File: src/bitstat_defines.svh
`ifndef BITSTAT_DEFINES_SVH
`define BITSTAT_DEFINES_SVH

// counted vector, fits one bus word
`define BITSTAT_VEC_W      31
// log2(31+1)
`define BITSTAT_CNT_W      5

// numbers word, eight nibbles
`define BITSTAT_NUM_COUNT  8
`define BITSTAT_NUM_W      4
`define BITSTAT_IDX_W      3

// wishbone widths
`define BITSTAT_ADR_W      4
`define BITSTAT_DAT_W      32

// register byte offsets
`define BITSTAT_REG_VEC    4'h0
`define BITSTAT_REG_NUMS   4'h4
// read-only results
`define BITSTAT_REG_COUNT  4'h8
`define BITSTAT_REG_MIN    4'hC

`endif

File: src/bitstat_pkg.sv
`include "bitstat_defines.svh"

package bitstat_pkg;

    // operand and result vectors
    typedef logic [`BITSTAT_VEC_W-1:0] bit_vec_t;
    typedef logic [`BITSTAT_CNT_W-1:0] count_t;

    // number k in bits 4k+3 downto 4k
    typedef logic [`BITSTAT_NUM_COUNT*`BITSTAT_NUM_W-1:0] num_word_t;

    // minimum position, one-hot and encoded
    typedef logic [`BITSTAT_NUM_COUNT-1:0] min_onehot_t;
    typedef logic [`BITSTAT_IDX_W-1:0] min_index_t;

    // bus fields
    typedef logic [`BITSTAT_ADR_W-1:0] wb_adr_t;
    typedef logic [`BITSTAT_DAT_W-1:0] wb_dat_t;

    // slave handshake states
    // ack lasts exactly one cycle
    typedef enum logic {
        idle,
        ack
    } bus_state_t;

endpackage

File: src/stat_if.sv
`timescale 1ns/1ps

`include "bitstat_defines.svh"

interface stat_if
    import bitstat_pkg::*;
();

    // operands from the register block
    bit_vec_t    vec;
    num_word_t   nums;

    // results, combinational from the operands
    count_t      count;
    min_onehot_t min_onehot;
    min_index_t  min_index;

    // register side owns the operands
    modport regs (
        output vec,
        output nums,
        input  count,
        input  min_onehot,
        input  min_index
    );

    // popcount tree
    modport counter (
        input  vec,
        output count
    );

    // minimum finder and encoder
    modport minimum (
        input  nums,
        output min_onehot,
        output min_index
    );

endinterface

File: src/bitstat_regs.sv
`timescale 1ns/1ps

`include "bitstat_defines.svh"

module bitstat_regs
    import bitstat_pkg::*;
(
    input  logic    clk,
    input  logic    arst_n,
    input  logic    wb_cyc,
    input  logic    wb_stb,
    input  logic    wb_we,
    input  wb_adr_t wb_adr,
    input  wb_dat_t wb_wdata,
    output wb_dat_t wb_rdata,
    output logic    wb_ack,
    stat_if.regs    stat
);

    bus_state_t state;
    bit_vec_t   vec_reg;
    num_word_t  nums_reg;
    wb_adr_t    reg_off;
    wb_dat_t    rd_next;
    logic       req;
    logic       take;
    logic       at_most_one;

    // word access only, byte lanes dropped
    assign reg_off = wb_adr & wb_adr_t'(4'hC);
    assign req     = wb_cyc && wb_stb;
    // request accepted only from idle
    assign take    = req && (state == idle);

    // single-bit check from the popcount
    assign at_most_one = (stat.count <= count_t'(1));

    // idle/ack handshake
    always_ff @(posedge clk or negedge arst_n) begin
        if (!arst_n) begin
            state <= idle;
        end else begin
            case (state)
                idle: begin
                    if (req) begin
                        state <= ack;
                    end
                end
                // back to idle, held strobe waits one edge
                ack: state <= idle;
                default: state <= idle;
            endcase
        end
    end

    assign wb_ack = (state == ack);

    // operand registers, written on the ack-raising edge
    always_ff @(posedge clk or negedge arst_n) begin
        if (!arst_n) begin
            vec_reg  <= '0;
            nums_reg <= '0;
        end else if (take && wb_we) begin
            case (reg_off)
                `BITSTAT_REG_VEC:  vec_reg  <= wb_wdata[`BITSTAT_VEC_W-1:0];
                `BITSTAT_REG_NUMS: nums_reg <= wb_wdata;
                // result registers ignore writes
                default: ;
            endcase
        end
    end

    // read mux
    always_comb begin
        case (reg_off)
            `BITSTAT_REG_VEC:   rd_next = wb_dat_t'(vec_reg);
            `BITSTAT_REG_NUMS:  rd_next = nums_reg;
            // count in 4..0, flag in 8
            `BITSTAT_REG_COUNT: rd_next = wb_dat_t'({at_most_one, 3'b000, stat.count});
            // one-hot in 7..0, index in 18..16
            `BITSTAT_REG_MIN:   rd_next = wb_dat_t'({stat.min_index, 8'h00, stat.min_onehot});
            default:            rd_next = '0;
        endcase
    end

    // read data held until the next read
    always_ff @(posedge clk or negedge arst_n) begin
        if (!arst_n) begin
            wb_rdata <= '0;
        end else if (take && !wb_we) begin
            wb_rdata <= rd_next;
        end
    end

    assign stat.vec  = vec_reg;
    assign stat.nums = nums_reg;

    // one-cycle ack pulse
    a_ack_pulse: assert property (@(posedge clk) disable iff (!arst_n)
        wb_ack |=> !wb_ack);

    // no ack without a preceding request
    a_ack_after_req: assert property (@(posedge clk) disable iff (!arst_n)
        $rose(wb_ack) |-> $past(req));

endmodule

File: src/bitstat_top.sv
`timescale 1ns/1ps

`include "bitstat_defines.svh"

module bitstat_top
    import bitstat_pkg::*;
(
    input  logic    clk,
    input  logic    arst_n,
    input  logic    wb_cyc,
    input  logic    wb_stb,
    input  logic    wb_we,
    input  wb_adr_t wb_adr,
    input  wb_dat_t wb_wdata,
    output wb_dat_t wb_rdata,
    output logic    wb_ack
);

    // operands out, results back
    stat_if i_stat ();

    // bus slave and operand registers
    bitstat_regs i_regs (
        .clk      (clk),
        .arst_n   (arst_n),
        .wb_cyc   (wb_cyc),
        .wb_stb   (wb_stb),
        .wb_we    (wb_we),
        .wb_adr   (wb_adr),
        .wb_wdata (wb_wdata),
        .wb_rdata (wb_rdata),
        .wb_ack   (wb_ack),
        .stat     (i_stat.regs)
    );

    // popcount of the vector
    parallel_counter i_counter (
        .stat (i_stat.counter)
    );

    // smallest nibble, lowest index on ties
    min_select i_min (
        .stat (i_stat.minimum)
    );

endmodule

File: src/min_select.sv
`timescale 1ns/1ps

`include "bitstat_defines.svh"

// and-or mux, sel must be one-hot
module one_hot_mux #(
    parameter int IN_W  = 24,
    parameter int SEL_W = 8,
    parameter int OUT_W = IN_W / SEL_W
) (
    input  logic [IN_W-1:0]  mux_in,
    input  logic [SEL_W-1:0] sel,
    output logic [OUT_W-1:0] mux_out
);

    logic [SEL_W-1:0] col [OUT_W];

    for (genvar i = 0; i < OUT_W; i++) begin : g_out
        for (genvar j = 0; j < SEL_W; j++) begin : g_sel
            // slice j masked by its select bit
            assign col[i][j] = mux_in[j*OUT_W + i] & sel[j];
        end
        assign mux_out[i] = |col[i];
    end

endmodule

module one_hot_to_bin #(
    parameter int ONE_HOT_W = 8,
    parameter int BIN_W     = $clog2(ONE_HOT_W)
) (
    input  logic [ONE_HOT_W-1:0] one_hot_code,
    output logic [BIN_W-1:0]     bin_code
);

    logic [ONE_HOT_W*BIN_W-1:0] index_table;

    // slice i holds the constant i
    for (genvar i = 0; i < ONE_HOT_W; i++) begin : g_const
        assign index_table[i*BIN_W +: BIN_W] = BIN_W'(i);
    end

    one_hot_mux #(
        .IN_W  (ONE_HOT_W * BIN_W),
        .SEL_W (ONE_HOT_W)
    ) i_mux (
        .mux_in  (index_table),
        .sel     (one_hot_code),
        .mux_out (bin_code)
    );

endmodule

module min_select
    import bitstat_pkg::*;
(
    stat_if.minimum stat
);

    logic [`BITSTAT_NUM_W-1:0]     num  [`BITSTAT_NUM_COUNT];
    logic [`BITSTAT_NUM_COUNT-1:0] wins [`BITSTAT_NUM_COUNT];
    min_onehot_t                   onehot;
    min_index_t                    index;

    for (genvar i = 0; i < `BITSTAT_NUM_COUNT; i++) begin : g_num
        assign num[i] = stat.nums[i*`BITSTAT_NUM_W +: `BITSTAT_NUM_W];
    end

    // row i, does number i beat every other one
    for (genvar i = 0; i < `BITSTAT_NUM_COUNT; i++) begin : g_row
        for (genvar j = 0; j < `BITSTAT_NUM_COUNT; j++) begin : g_col
            if (j > i) begin : g_hi
                // ties against higher indices go to i
                assign wins[i][j] = (num[i] <= num[j]);
            end else if (j < i) begin : g_lo
                assign wins[i][j] = (num[i] < num[j]);
            end else begin : g_self
                assign wins[i][j] = 1'b1;
            end
        end
        assign onehot[i] = &wins[i];
    end

    one_hot_to_bin #(
        .ONE_HOT_W (`BITSTAT_NUM_COUNT),
        .BIN_W     (`BITSTAT_IDX_W)
    ) i_enc (
        .one_hot_code (onehot),
        .bin_code     (index)
    );

    assign stat.min_onehot = onehot;
    assign stat.min_index  = index;

    // exactly one winner, else the encoder ORs indices together
    a_min_onehot: assert property (@(stat.min_onehot)
        $isunknown(stat.min_onehot) || $onehot(stat.min_onehot));

endmodule

File: src/parallel_counter.sv
`timescale 1ns/1ps

`include "bitstat_defines.svh"

// seven bits in
// one sum bit plus three carries of weight two
// low four bits and high three bits counted apart
module cs_gen (
    input  logic [6:0] din,
    output logic [2:0] abc,
    output logic       s
);

    logic [3:0] grp_lo;
    logic [2:0] grp_hi;
    logic [2:0] cnt_lo;
    logic [1:0] cnt_hi;
    logic       a;
    logic       b;
    logic       c;

    assign {grp_hi, grp_lo} = din;

    // small group counts
    assign cnt_lo = 3'(grp_lo[0]) + 3'(grp_lo[1]) + 3'(grp_lo[2]) + 3'(grp_lo[3]);
    assign cnt_hi = 2'(grp_hi[0]) + 2'(grp_hi[1]) + 2'(grp_hi[2]);

    // parity of the whole group
    assign s = cnt_lo[0] ^ cnt_hi[0];
    // two or more in the low group
    assign a = (cnt_lo > 3'd1);
    // two or more in the high group
    assign b = (cnt_hi > 2'd1);
    // all four low set or both groups odd
    assign c = (cnt_lo == 3'd4) | (cnt_lo[0] & cnt_hi[0]);

    assign abc = {a, b, c};

endmodule

module pc_7_3 (
    input  logic [6:0] din,
    output logic [2:0] dout
);

    logic [2:0] abc;

    cs_gen i_cs (
        .din (din),
        .abc (abc),
        .s   (dout[0])
    );

    // carries have weight two
    assign dout[2:1] = 2'(abc[0]) + 2'(abc[1]) + 2'(abc[2]);

endmodule

module pc_15_4 (
    input  logic [14:0] din,
    output logic [3:0]  dout
);

    logic [2:0] abc0;
    logic [2:0] abc1;
    logic       s0;
    logic       s1;
    logic       b2;

    cs_gen i_cs0 (
        .din (din[6:0]),
        .abc (abc0),
        .s   (s0)
    );

    cs_gen i_cs1 (
        .din (din[13:7]),
        .abc (abc1),
        .s   (s1)
    );

    // leftover bit joins both sum bits
    // its carry goes up with the others
    assign {b2, dout[0]} = 2'(din[14]) + 2'(s0) + 2'(s1);

    pc_7_3 i_pc_sub (
        .din  ({abc0, abc1, b2}),
        .dout (dout[3:1])
    );

endmodule

module pc_31_5 (
    input  logic [30:0] din,
    output logic [4:0]  dout
);

    localparam int CS_NUM = 4;

    logic [CS_NUM-1:0] s;
    logic [14:0]       pc_15_in;

    // first row over the low 28 bits
    for (genvar i = 0; i < CS_NUM; i++) begin : g_cs
        cs_gen i_cs (
            .din (din[i*7 +: 7]),
            .abc (pc_15_in[i*3 +: 3]),
            .s   (s[i])
        );
    end

    // first four sum bits fill the last generator
    cs_gen i_cs_last (
        .din ({s, din[30:28]}),
        .abc (pc_15_in[14:12]),
        .s   (dout[0])
    );

    // fifteen carries of weight two
    pc_15_4 i_pc_15 (
        .din  (pc_15_in),
        .dout (dout[4:1])
    );

endmodule

module parallel_counter
    import bitstat_pkg::*;
(
    stat_if.counter stat
);

    count_t count;

    // full tree over the fixed 31-bit vector
    pc_31_5 i_pc_31 (
        .din  (stat.vec),
        .dout (count)
    );

    assign stat.count = count;

    // tree result matches the ones in the vector
    a_count_ones: assert property (@(stat.count)
        $isunknown(stat.vec) || (stat.count == count_t'($countones(stat.vec))));

endmodule

File: config.mk
export PLATFORM = sky130hd
export DESIGN_NAME = bitstat_top
export DESIGN_NICKNAME = d
export VERILOG_FILES = /design/src/bitstat_pkg.sv /design/src/stat_if.sv /design/src/bitstat_regs.sv /design/src/bitstat_top.sv /design/src/min_select.sv /design/src/parallel_counter.sv
export VERILOG_INCLUDE_DIRS = /design/src /design/src/src
export SDC_FILE = /design/constraint.sdc
export NUM_CORES = 1
export LEC_CHECK = 0
export BUFFER_PORTS_ARGS = -buffer_cell sky130_fd_sc_hd__buf_4
export CAP_MARGIN = 20
export CORE_MARGIN = 4
export CORE_UTILIZATION = 65
export DETAILED_ROUTE_END_ITERATION = 10
export PLACE_DENSITY = 0.83
export REMOVE_ABC_BUFFERS = 1
export SYNTH_ARGS = -nofsm -noshare
export SYNTH_HDL_FRONTEND = slang
export SYNTH_SLANG_ARGS = --single-unit
File: constraint.sdc
create_clock -name clk -period 10.2 [get_ports clk]
set_clock_uncertainty 0.2 [all_clocks]
set_input_delay 1.02 -clock clk [delete_from_list [all_inputs] [get_ports clk]]
set_output_delay 1.02 -clock clk [all_outputs]
set_load 0.1 [all_outputs]
==> impl.org, run 1 <==
** Clock network
- CTS Root Cell :: clkbuf_16
- CTS clk-pin slew, worst paths :: 70 ps
- CTS H-tree lvls :: 3
- Clock sinks :: 96
- Clock tree from TritonCTS :: yes
- After clock tree synthesis, the repair step resized 0 gates.
- At the later pin of the worst-skew pair, clock insertion delay measures 360 ps.
- In this run, CTS created clock tree buffers numbering 9.
- Post-CTS setup buffer count :: 0
- After clock tree synthesis, the flow added hold-fix buffers numbering 0.
- No sink is reached through more buffers than the 2 on the longest clock path.

** Global routing
- GRT Residual Overflow :: 0
- The initial antenna violation count is 0.
- In the global route stage, overall resource usage came out at 0.3318.
- The via count of the first global-routing pass was 7,233.
- The first global-routing pass estimated 37,090 um of wire.
- Entering global routing, the biggest net connects 78 pins.

** Route
- Violation count after the first detailed-routing iteration :: 624
- DR WL/cell :: 21.52 um
- Sum of routed wire length over all layers :: 23,110 um
- Number of remaining DRC errors :: 0
- In the routed layout, each cell is associated on average with a via count of 6.410.
- Number of nets with antenna violations after detailed routing :: 0
- Drt pass-1 iters :: 5
- Summing over every cut layer, the via total after detailed routing is 6,884.

** Worst setup path
- The worst setup path is launched from a flop.
- Maximum fanout encountered on the critical timing path :: 4
- Among all stages on the critical path, the largest delay is contributed by fa_1.
- In this design, the stage delay of the slowest critical-path cell is 540 ps.
- Arrival time at the worst endpoint :: 7120 ps
- The worst setup path is captured at a flop.
- The most numerous cell type found on the critical path is inv_1.
- Critical path class :: reg -> reg
- For the worst setup path, the data required time is 10,290 ps.

** Run status
- Run status :: finished, final reports clean

** Die
- Number of placement rows :: 40
- The core region is 12,060 um^2.
- In this run the vertical extent of the chip is 119.4 um.
- In this run the horizontal extent of the chip is 119.4 um.
- For this design the top-level I/O count stands at 74.
- The die covers 14,270 um^2.
- For this configuration, the core starts out at a cell density of 0.6693.

** Logic synthesis
- Among all flip-flop cells after synthesis, the most frequent one is dfrtp_1.
- Number of flops mapped to enable cells by yosys :: 0
- Seq cells post-synth :: 96
- Synth unique cells :: 59
- Async SR Flop Fraction :: 1.000
- After synthesis the cells add up to 8073 um^2.
- Of the synthesized area, sequential elements account for 0.2976.
- Synthesized area per cell :: 9.610 um^2
- Ranking of synthesized cells by instance count :: ha_1, inv_1, dfrtp_1
- dfrtp_1 takes more of the synthesized area than any other cell.
- Number of warnings issued by yosys :: 0
- In the synthesized netlist, the number of instances is 840.
- Ranked by total cell area, the synthesized netlist is headed by dfrtp_1, ha_1, inv_1.
- The share of synthesized area in the top cell type comes to 0.2976.
- The most common cell in the synthesized netlist is ha_1.

** Final layout
- Compared with the post-synthesis result, the final layout area differs by 12.00%.
- Fraction of layout instances using a drive strength above 1 :: 0.1536
- In the final design database the tool counted 1,105 nets.

** STA
- Transition time at the pin with the least slew margin :: 958.3 ps
- Unrepaired setup endpoints after global routing :: no
- Minimum clock period after layout :: 7034 ps
- Slew margin rel. :: 0.3611
- Setup TNS :: 0 ps
- The number of slew-limit violations in the final report is 0.
- Final worst path period share :: 0.6896
- Hold Violations, Final :: 0
- Maximum clock frequency :: 142.2 MHz
- Setup violations remaining at the end of the flow were counted as 0.

** Placement
- HPWL after DPL :: 17,580 um
- RePlAce Congestion :: 0.9516
- In this run the tool buffered the top-level ports with 71 buffer cells.

** Min path
- The worst hold path belongs to the class reg -> reg.

** Flow run
- Number of max-capacitance violations reported :: 0
final cells by class:
| cell class | instances | area [um^2] |
|---|---|---|
| clock buffer | 9 | 225.2 |
| inverter | 102 | 382.9 |
| antenna | 1 | 2.502 |
| tap | 168 | 210.2 |
| timing repair buffer | 75 | 563.0 |
| multi-input combinational | 616 | 5172 |
| clock inverter | 7 | 82.58 |
| sequential | 96 | 2402 |
| fill | 871 | 3020 |
cells in the final DEF (no fill, tap or decap), drive strengths merged, types with 4 or more instances in the layout:
cell	netlist	routed
ha	146	146
inv	102	106
dfrtp	96	96
buf	12	75
nand2	71	71
o21ai	58	58
mux2	35	35
nor2	34	34
a21oi	32	32
mux2i	30	30
o31ai	23	23
nor2b	20	20
fa	18	18
nand2b	14	14
o211ai	13	13
nor3	12	12
a31oi	11	11
a2111oi	10	10
clkbuf	14	9
and4	8	8
a21o	8	8
nand4	7	7
a211oi	6	6
o21a	6	6
o22ai	6	6
nand3	4	4
nor4	4	4
logic make-up (layout without fill, tap and decap cells):
| family | Yosys count | after routing | synth area share |
|---|---|---|---|
| simple gates | 195 | 195 | 0.1235 |
| compound gates | 192 | 192 | 0.1539 |
| fa+ha+maj | 164 | 164 | 0.2709 |
| buf+inv | 128 | 193 | 0.06339 |
| flops | 96 | 96 | 0.2976 |
| mux | 65 | 65 | 0.09067 |
| other cells | 0 | 1 | 0 |
critical path: cells and delay by family, from the launching register on:
kind,cells,cell delay (ps)
fa+ha+maj,13,4550
compound gates,4,720
buf+inv,8,450
flops,1,410
simple gates,2,300
mux,1,300
through the flow:
step	hold slack (ps)	cells	setup WS, ps	area [um^2]	utilization
2_1_floorplan	281.4	814	3784	7944	-
3_3_place_gp	259.9	1057	3507	8731	0.7239
3_5_place_dp	267.1	1057	3232	8731	0.7239
4_1_cts	285.4	1073	3204	9039	0.7494
5_1_grt	318.3	1073	2807	9039	0.7494
6_report	283.9	1074	3166	9041	0.7496
metal layers:
layer / vias up / global-route usage / part of all wire
li1: 3124 / - / -
met1: 3350 / 0.4109 / 0.40
met2: 321 / 0.5494 / 0.47
met3: 89 / 0.07740 / 0.077
met4: 0 / 0.1546 / 0.046
met5: - / 0 / 0
final timing paths:
kind                                      from  cells past startpoint  slack, ps                  end
setup / recovery            i_regs.stat.vec[1]                     28       3170   i_regs.wb_rdata[3]
hold / removal             i_regs.wb_rdata[29]                      2        280  i_regs.wb_rdata[29]
setup reg to reg            i_regs.stat.vec[1]                     28       3170   i_regs.wb_rdata[3]
hold reg to reg            i_regs.wb_rdata[29]                      2        280  i_regs.wb_rdata[29]
max in group asynchronous               arst_n                      2       8210  i_regs.wb_rdata[31]
min in group asynchronous               arst_n                      1        340   i_regs.stat.vec[1]
Power of run 1 is not shown: default switching activity piles up to over one toggle a cycle in this logic, so the estimate is an artifact.
==> inputs of run 2 (changes only) <==
- CORE_UTILIZATION: 65 -> 55
- PLACE_DENSITY: 0.83 -> 0.75
- clock period: 10.2 -> 6.4 ns (I/O delays scaled with it)
==> impl.org, run 2 (same netlist as run 1, synthesis figures left out) <==
** Run status
- Run status :: finished with violations
- Violated checks :: negative setup slack

** STA
- Slew margin rel. :: 0.3577
- Maximum clock frequency :: 156.1 MHz
- For the pin with the worst max-slew slack, the measured transition is 963.4 ps.
- The number of slew-limit violations in the final report came to 0.
- Hold Violations, Final :: 0
- Final worst path period share :: 1.001
- Setup repair after global routing could not meet its margin everywhere.
- Setup violations remaining at the end of the flow were counted as 1.
- Final setup slack of the worst path :: -6.749 ps
- The smallest clock period supported by the final layout is computed as 6407 ps.

** Die
- Number of placement rows :: 44
- Overall die width :: 129.2 um
- In this run the vertical extent of the chip is 129.2 um.
- In this run the standard cell core region covers 14,480 um^2.
- The initial utilization of the core area, before any placement, comes to 0.5576.
- Area of the die :: 16,680 um^2
- I/O pin count :: 74

** Placement
- Routability-driven placement finished with a final weighted congestion of 0.9168.
- In this run the cell area measured after placement is 8811 um^2.
- Count of buffers from port buffering :: 71
- HPWL after DPL :: 16,570 um

** Clock network
- The number of clock buffers added by TritonCTS is 9.
- Counting along the longest clock path gives a buffer depth of 2.
- CTS built an H-tree with a depth of 3.
- CTS Hold Buffers Added :: 0
- Clock sinks :: 96
- The tree is rooted in a clkbuf_16.
- TritonCTS built the clock tree.
- CTS clk-pin slew, worst paths :: 70 ps
- At the later pin of the worst-skew pair, clock insertion delay measures 360 ps.

** Worst setup path
- Longest individual stage delay on the worst path :: 610 ps
- Maximum fanout encountered on the critical timing path :: 4
- Required time of the worst setup path :: 6480 ps
- Cell repeated most along the worst path :: inv_2
- STA classifies the critical path endpoint as a flop.
- Critical path class :: reg -> reg
- Largest delay contributor family on the critical path :: adder cells
- STA classifies the critical path startpoint as a flop.
- Together, buffers and inverters on the worst path number 8.
- Max stage delay cell, worst path :: fa_2
- Arrival time at the worst endpoint :: 6490 ps

** Final layout
- Fraction of layout instances using a drive strength above 1 :: 0.1930
- Most used cells in the layout excluding fill and tap cells :: ha_1, dfrtp_1, inv_1, buf_4, nand2_1
- Antenna diode instance count :: 0
- For this run, the post-layout net count is 1,117.
- Post-route cell area :: 9286 um^2
- Area Overhead vs Synth :: 15.03%
- Leaving out fill and tap cells, the most frequent cell in the layout is ha_1.

** Route
- Drt pass-1 iters :: 5
- Dividing the detail-routed via count by the number of cells gives 6.100.
- In the routed design, unresolved DRC markers number 0.
- Number of nets with antenna violations after detailed routing :: 0
- Sum of routed wire length over all layers :: 22,480 um
- After the first detailed-routing iteration, the DRC count stood at 572.
- Across all layers, the routed design uses 6,716 vias.
- DR WL/cell :: 20.42 um

** Min path
- The worst hold path belongs to the class in -> async.

** Global routing
- Across every metal layer, demand over resource in global routing totals 0.2731.
- Summed over all layers, the global routing overflow is 0.
- Vias in the first global route :: 6,580
- Pin count of the biggest net entering global routing :: 60
- The first global-routing pass estimated 35,190 um of wire.
- The initial antenna violation count was 0.

** Flow run
- Across the run, the number of max-cap violations was 0.
## run 2: cell count changes in the layout (fill, tap and decap cells not counted), sizes merged
cell | before | now
buf | 75 | 86
clkbuf | 9 | 12
inv | 106 | 103
clkinv | 0 | 2
bufinv | 1 | 0
diode | 1 | 0
## run 2: metrics by stage
step                hold slack, ps    util  worst slack, ps  TNS [ps]  instances
floorplan                    144.4       -           -16.12    -16.12        814
global placement             260.8  0.6085           -142.6    -219.5       1081
detailed placement           266.8  0.6085           -306.1    -568.0       1081
CTS                          54.98  0.6358           -16.87    -16.87       1098
global route                 77.21  0.6414           -249.1    -528.5       1101
finish                       38.63  0.6414           -6.749    -6.749       1101
## run 2: area by class of cell
cell class,instances,area (um^2)
repair buffers,87,659.4
multi-input cells,616,5328
flip-flops and latches,96,2402
inverters,102,382.9
well taps,184,230.2
clock buffers,11,242.7
fillers,1195,5192
clock inverters,5,41.29
## run 2: worst paths after layout
path                                     startpoint             endpoint  slack (ps)  depth (start not counted)
worst min-delay path                         arst_n  i_regs.wb_rdata[13]          40                          1
worst max register to register   i_regs.stat.vec[1]   i_regs.wb_rdata[3]          -7                         28
min in group clk                i_regs.wb_rdata[12]  i_regs.wb_rdata[12]         280                          2
max in group asynchronous                    arst_n  i_regs.wb_rdata[18]        4810                          2
worst min register to register  i_regs.wb_rdata[12]  i_regs.wb_rdata[12]         280                          2
worst max-delay path             i_regs.stat.vec[1]   i_regs.wb_rdata[3]          -7                         28
## run 2: repair_timing
item                                    4_1_cts  5_1_grt
pin swaps                                    13       11
buffers inserted                              1        2
gates resized for setup                      23        9
endpoints found under the setup margin        3        3
## run 2: layer usage
layer	vias up	track usage	share of wire
li1	3159	-	-
met1	3247	0.3681	0.44
met2	261	0.4534	0.47
met3	49	0.04287	0.064
met4	0	0.08709	0.028
met5	-	0	0
Power of run 2 is left out for the same reason.
==> inputs of run 3 (changes only) <==
- PLACE_DENSITY: 0.75 -> 0.9
==> impl.org, run 3 (same netlist as run 1, synthesis figures left out) <==
** Run status
- Run status :: finished with violations
- The checks that failed: negative setup slack.

** Worst setup path
- The cell that appears most often on the critical path is inv_2.
- On the worst path, the slowest cell contributes a delay of 570 ps.
- The worst setup path is launched from a flop.
- In this run the worst path has a maximum fanout of 3.
- Critical path class :: reg -> reg
- For the worst setup path, the data required time is 6500 ps.
- Crit path capture type :: flop
- Max stage delay cell, worst path :: fa_1
- Arrival time at the worst endpoint :: 6670 ps

** Placement
- Port buffering added 71 buffers.
- After detailed placement, the total cell area comes to 8788 um^2.
- HPWL after DPL :: 16,790 um
- RePlAce Congestion :: 1.011

** Final layout
- Layout net count :: 1,116
- Of the cells placed in the final design, the portion with a size suffix greater than 1 is 0.1889.
- In the layout the commonest cells are ha_1, dfrtp_1, inv_1, buf_4, nand2_1.
- The library cell used most frequently in the layout, excluding fill and tap cells, is ha_1.
- Area Overhead vs Synth :: 15.08%
- Once layout is complete, the utilization of the core stands at 0.6416.
- With fillers left out, the area of the finished cells amounts to 9290 um^2.
- 0 antenna diodes ended up in the layout.

** Global routing
- First-pass GRT wire length :: 35,810 um
- In the global route stage, overall resource usage came out at 0.2780.
- Initial antenna violation count :: 0
- Summed over all layers, the global routing overflow is 0.
- Vias in the first global route :: 6,893
- Entering global routing, the biggest net connects 64 pins.

** Clock network
- In this run the deepest clock path goes through 2 buffers.
- For this design, the CTS-stage hold fixing added 0 buffers.
- CTS Root Cell :: clkbuf_16
- CTS H-tree lvls :: 3
- Clock insertion delay at the later pin of the skew report :: 370 ps
- Number of clock buffers inserted by TritonCTS :: 9
- The clock net in this run drives a total of 96 sinks.
- Clock tree from TritonCTS :: yes
- After clock tree synthesis, the clock-pin slew on the worst setup and hold paths is 70 ps.

** Die
- Core area :: 14,480 um^2
- Area of the die :: 16,680 um^2
- Initial standard-cell utilization of the core :: 0.5576
- 74 I/O pins were placed.
- The die is 129.2 um wide.
- Number of placement rows :: 44
- In this run the vertical extent of the chip is 129.2 um.

** STA
- Minimum clock period after layout :: 6566 ps
- Derived from the worst setup path, the maximum achievable clock frequency is 152.3 MHz.
- Across all setup checks in the final design, the least slack found is -166.2 ps.
- At the pin with the least slew margin, the transition time is 1162 ps.
- Slew Limit Fails :: 0
- Final worst path period share :: 1.026
- Slew margin rel. :: 0.2214
- Hold Violations, Final :: 0
- Setup violations remaining at the end of the flow were counted as 2.
- Unrepaired setup endpoints after global routing :: yes

** Route
- Violation count after the first detailed-routing iteration :: 692
- Routed vias :: 6,927
- The detail route stage leaves a number of antenna-violating nets equal to 0.
- Before antenna repair, the detailed router went through 7 iterations.
- After detailed routing, the number of remaining DRC violations is 0.
- Number of vias per cell :: 6.297
- After detailed routing, the average wire length per cell comes to 21.17 um.
- The routed design has 23,280 um of wire.

** Min path
- Class of the most critical hold timing path :: in -> async

** Flow run
- Across the run, the number of max-cap violations was 0.
run 3: layout make-up:
class / count / area [um^2]
Timing Repair Buffer: 86 / 649.4
Fill cell: 1101 / 5189
Clock inverter: 7 / 83.83
Multi-Input combinational cell: 616 / 5316
Clock buffer: 9 / 225.2
Inverter: 102 / 382.9
Sequential cell: 96 / 2402
Tap cell: 184 / 230.2
run 3: path summary, 6_finish.rpt:
kind	from	endpoint	slack [ps]	cells after the start
worst max-delay path	i_regs.stat.vec[1]	i_regs.wb_rdata[8]	-170	28
worst min-delay path	arst_n	i_regs.stat.vec[3]	10	1
worst max register to register	i_regs.stat.vec[1]	i_regs.wb_rdata[8]	-170	28
worst min register to register	i_regs.wb_rdata[13]	i_regs.wb_rdata[13]	280	2
max in group asynchronous	arst_n	i_regs.stat.vec[25]	4820	2
min in group clk	i_regs.wb_rdata[13]	i_regs.wb_rdata[13]	280	2
run 3: what timing repair did:
item,in CTS,in global routing
buffers inserted,3,3
setup endpoints to repair,3,3
pin swaps,7,8
gates resized for setup,17,13
cloned,0,0
run 3: per-stage QoR:
stage	hold slack [ps]	setup slack [ps]	TNS, ps	instances
floorplan	144.4	-16.12	-16.12	814
global placement	261.1	-115.0	-158.1	1078
detailed placement	269.5	-301.1	-524.3	1078
CTS	28.22	5.515	0	1097
global route	47.17	-377.4	-954.5	1100
finish	10.20	-166.2	-307.5	1100
run 3: routing by layer:
layer | share of wire | track usage | routed length (um)
met5 | 0 | 0 | 0
met4 | 0.045 | 0.1118 | 1058
met3 | 0.098 | 0.07131 | 2272
met2 | 0.46 | 0.4540 | 10750
met1 | 0.40 | 0.3538 | 9204
run 3: worst max-delay path, delay by kind of cell (launching register included):
kind / cells / cell delay, ps
adder cells (fa/ha/maj): 12 / 4240
AO/OA/AOI/OAI: 5 / 790
buffers and inverters: 8 / 520
flip-flops: 1 / 390
AND/OR/NAND/NOR: 3 / 370
Power of run 3 is left out for the same reason.
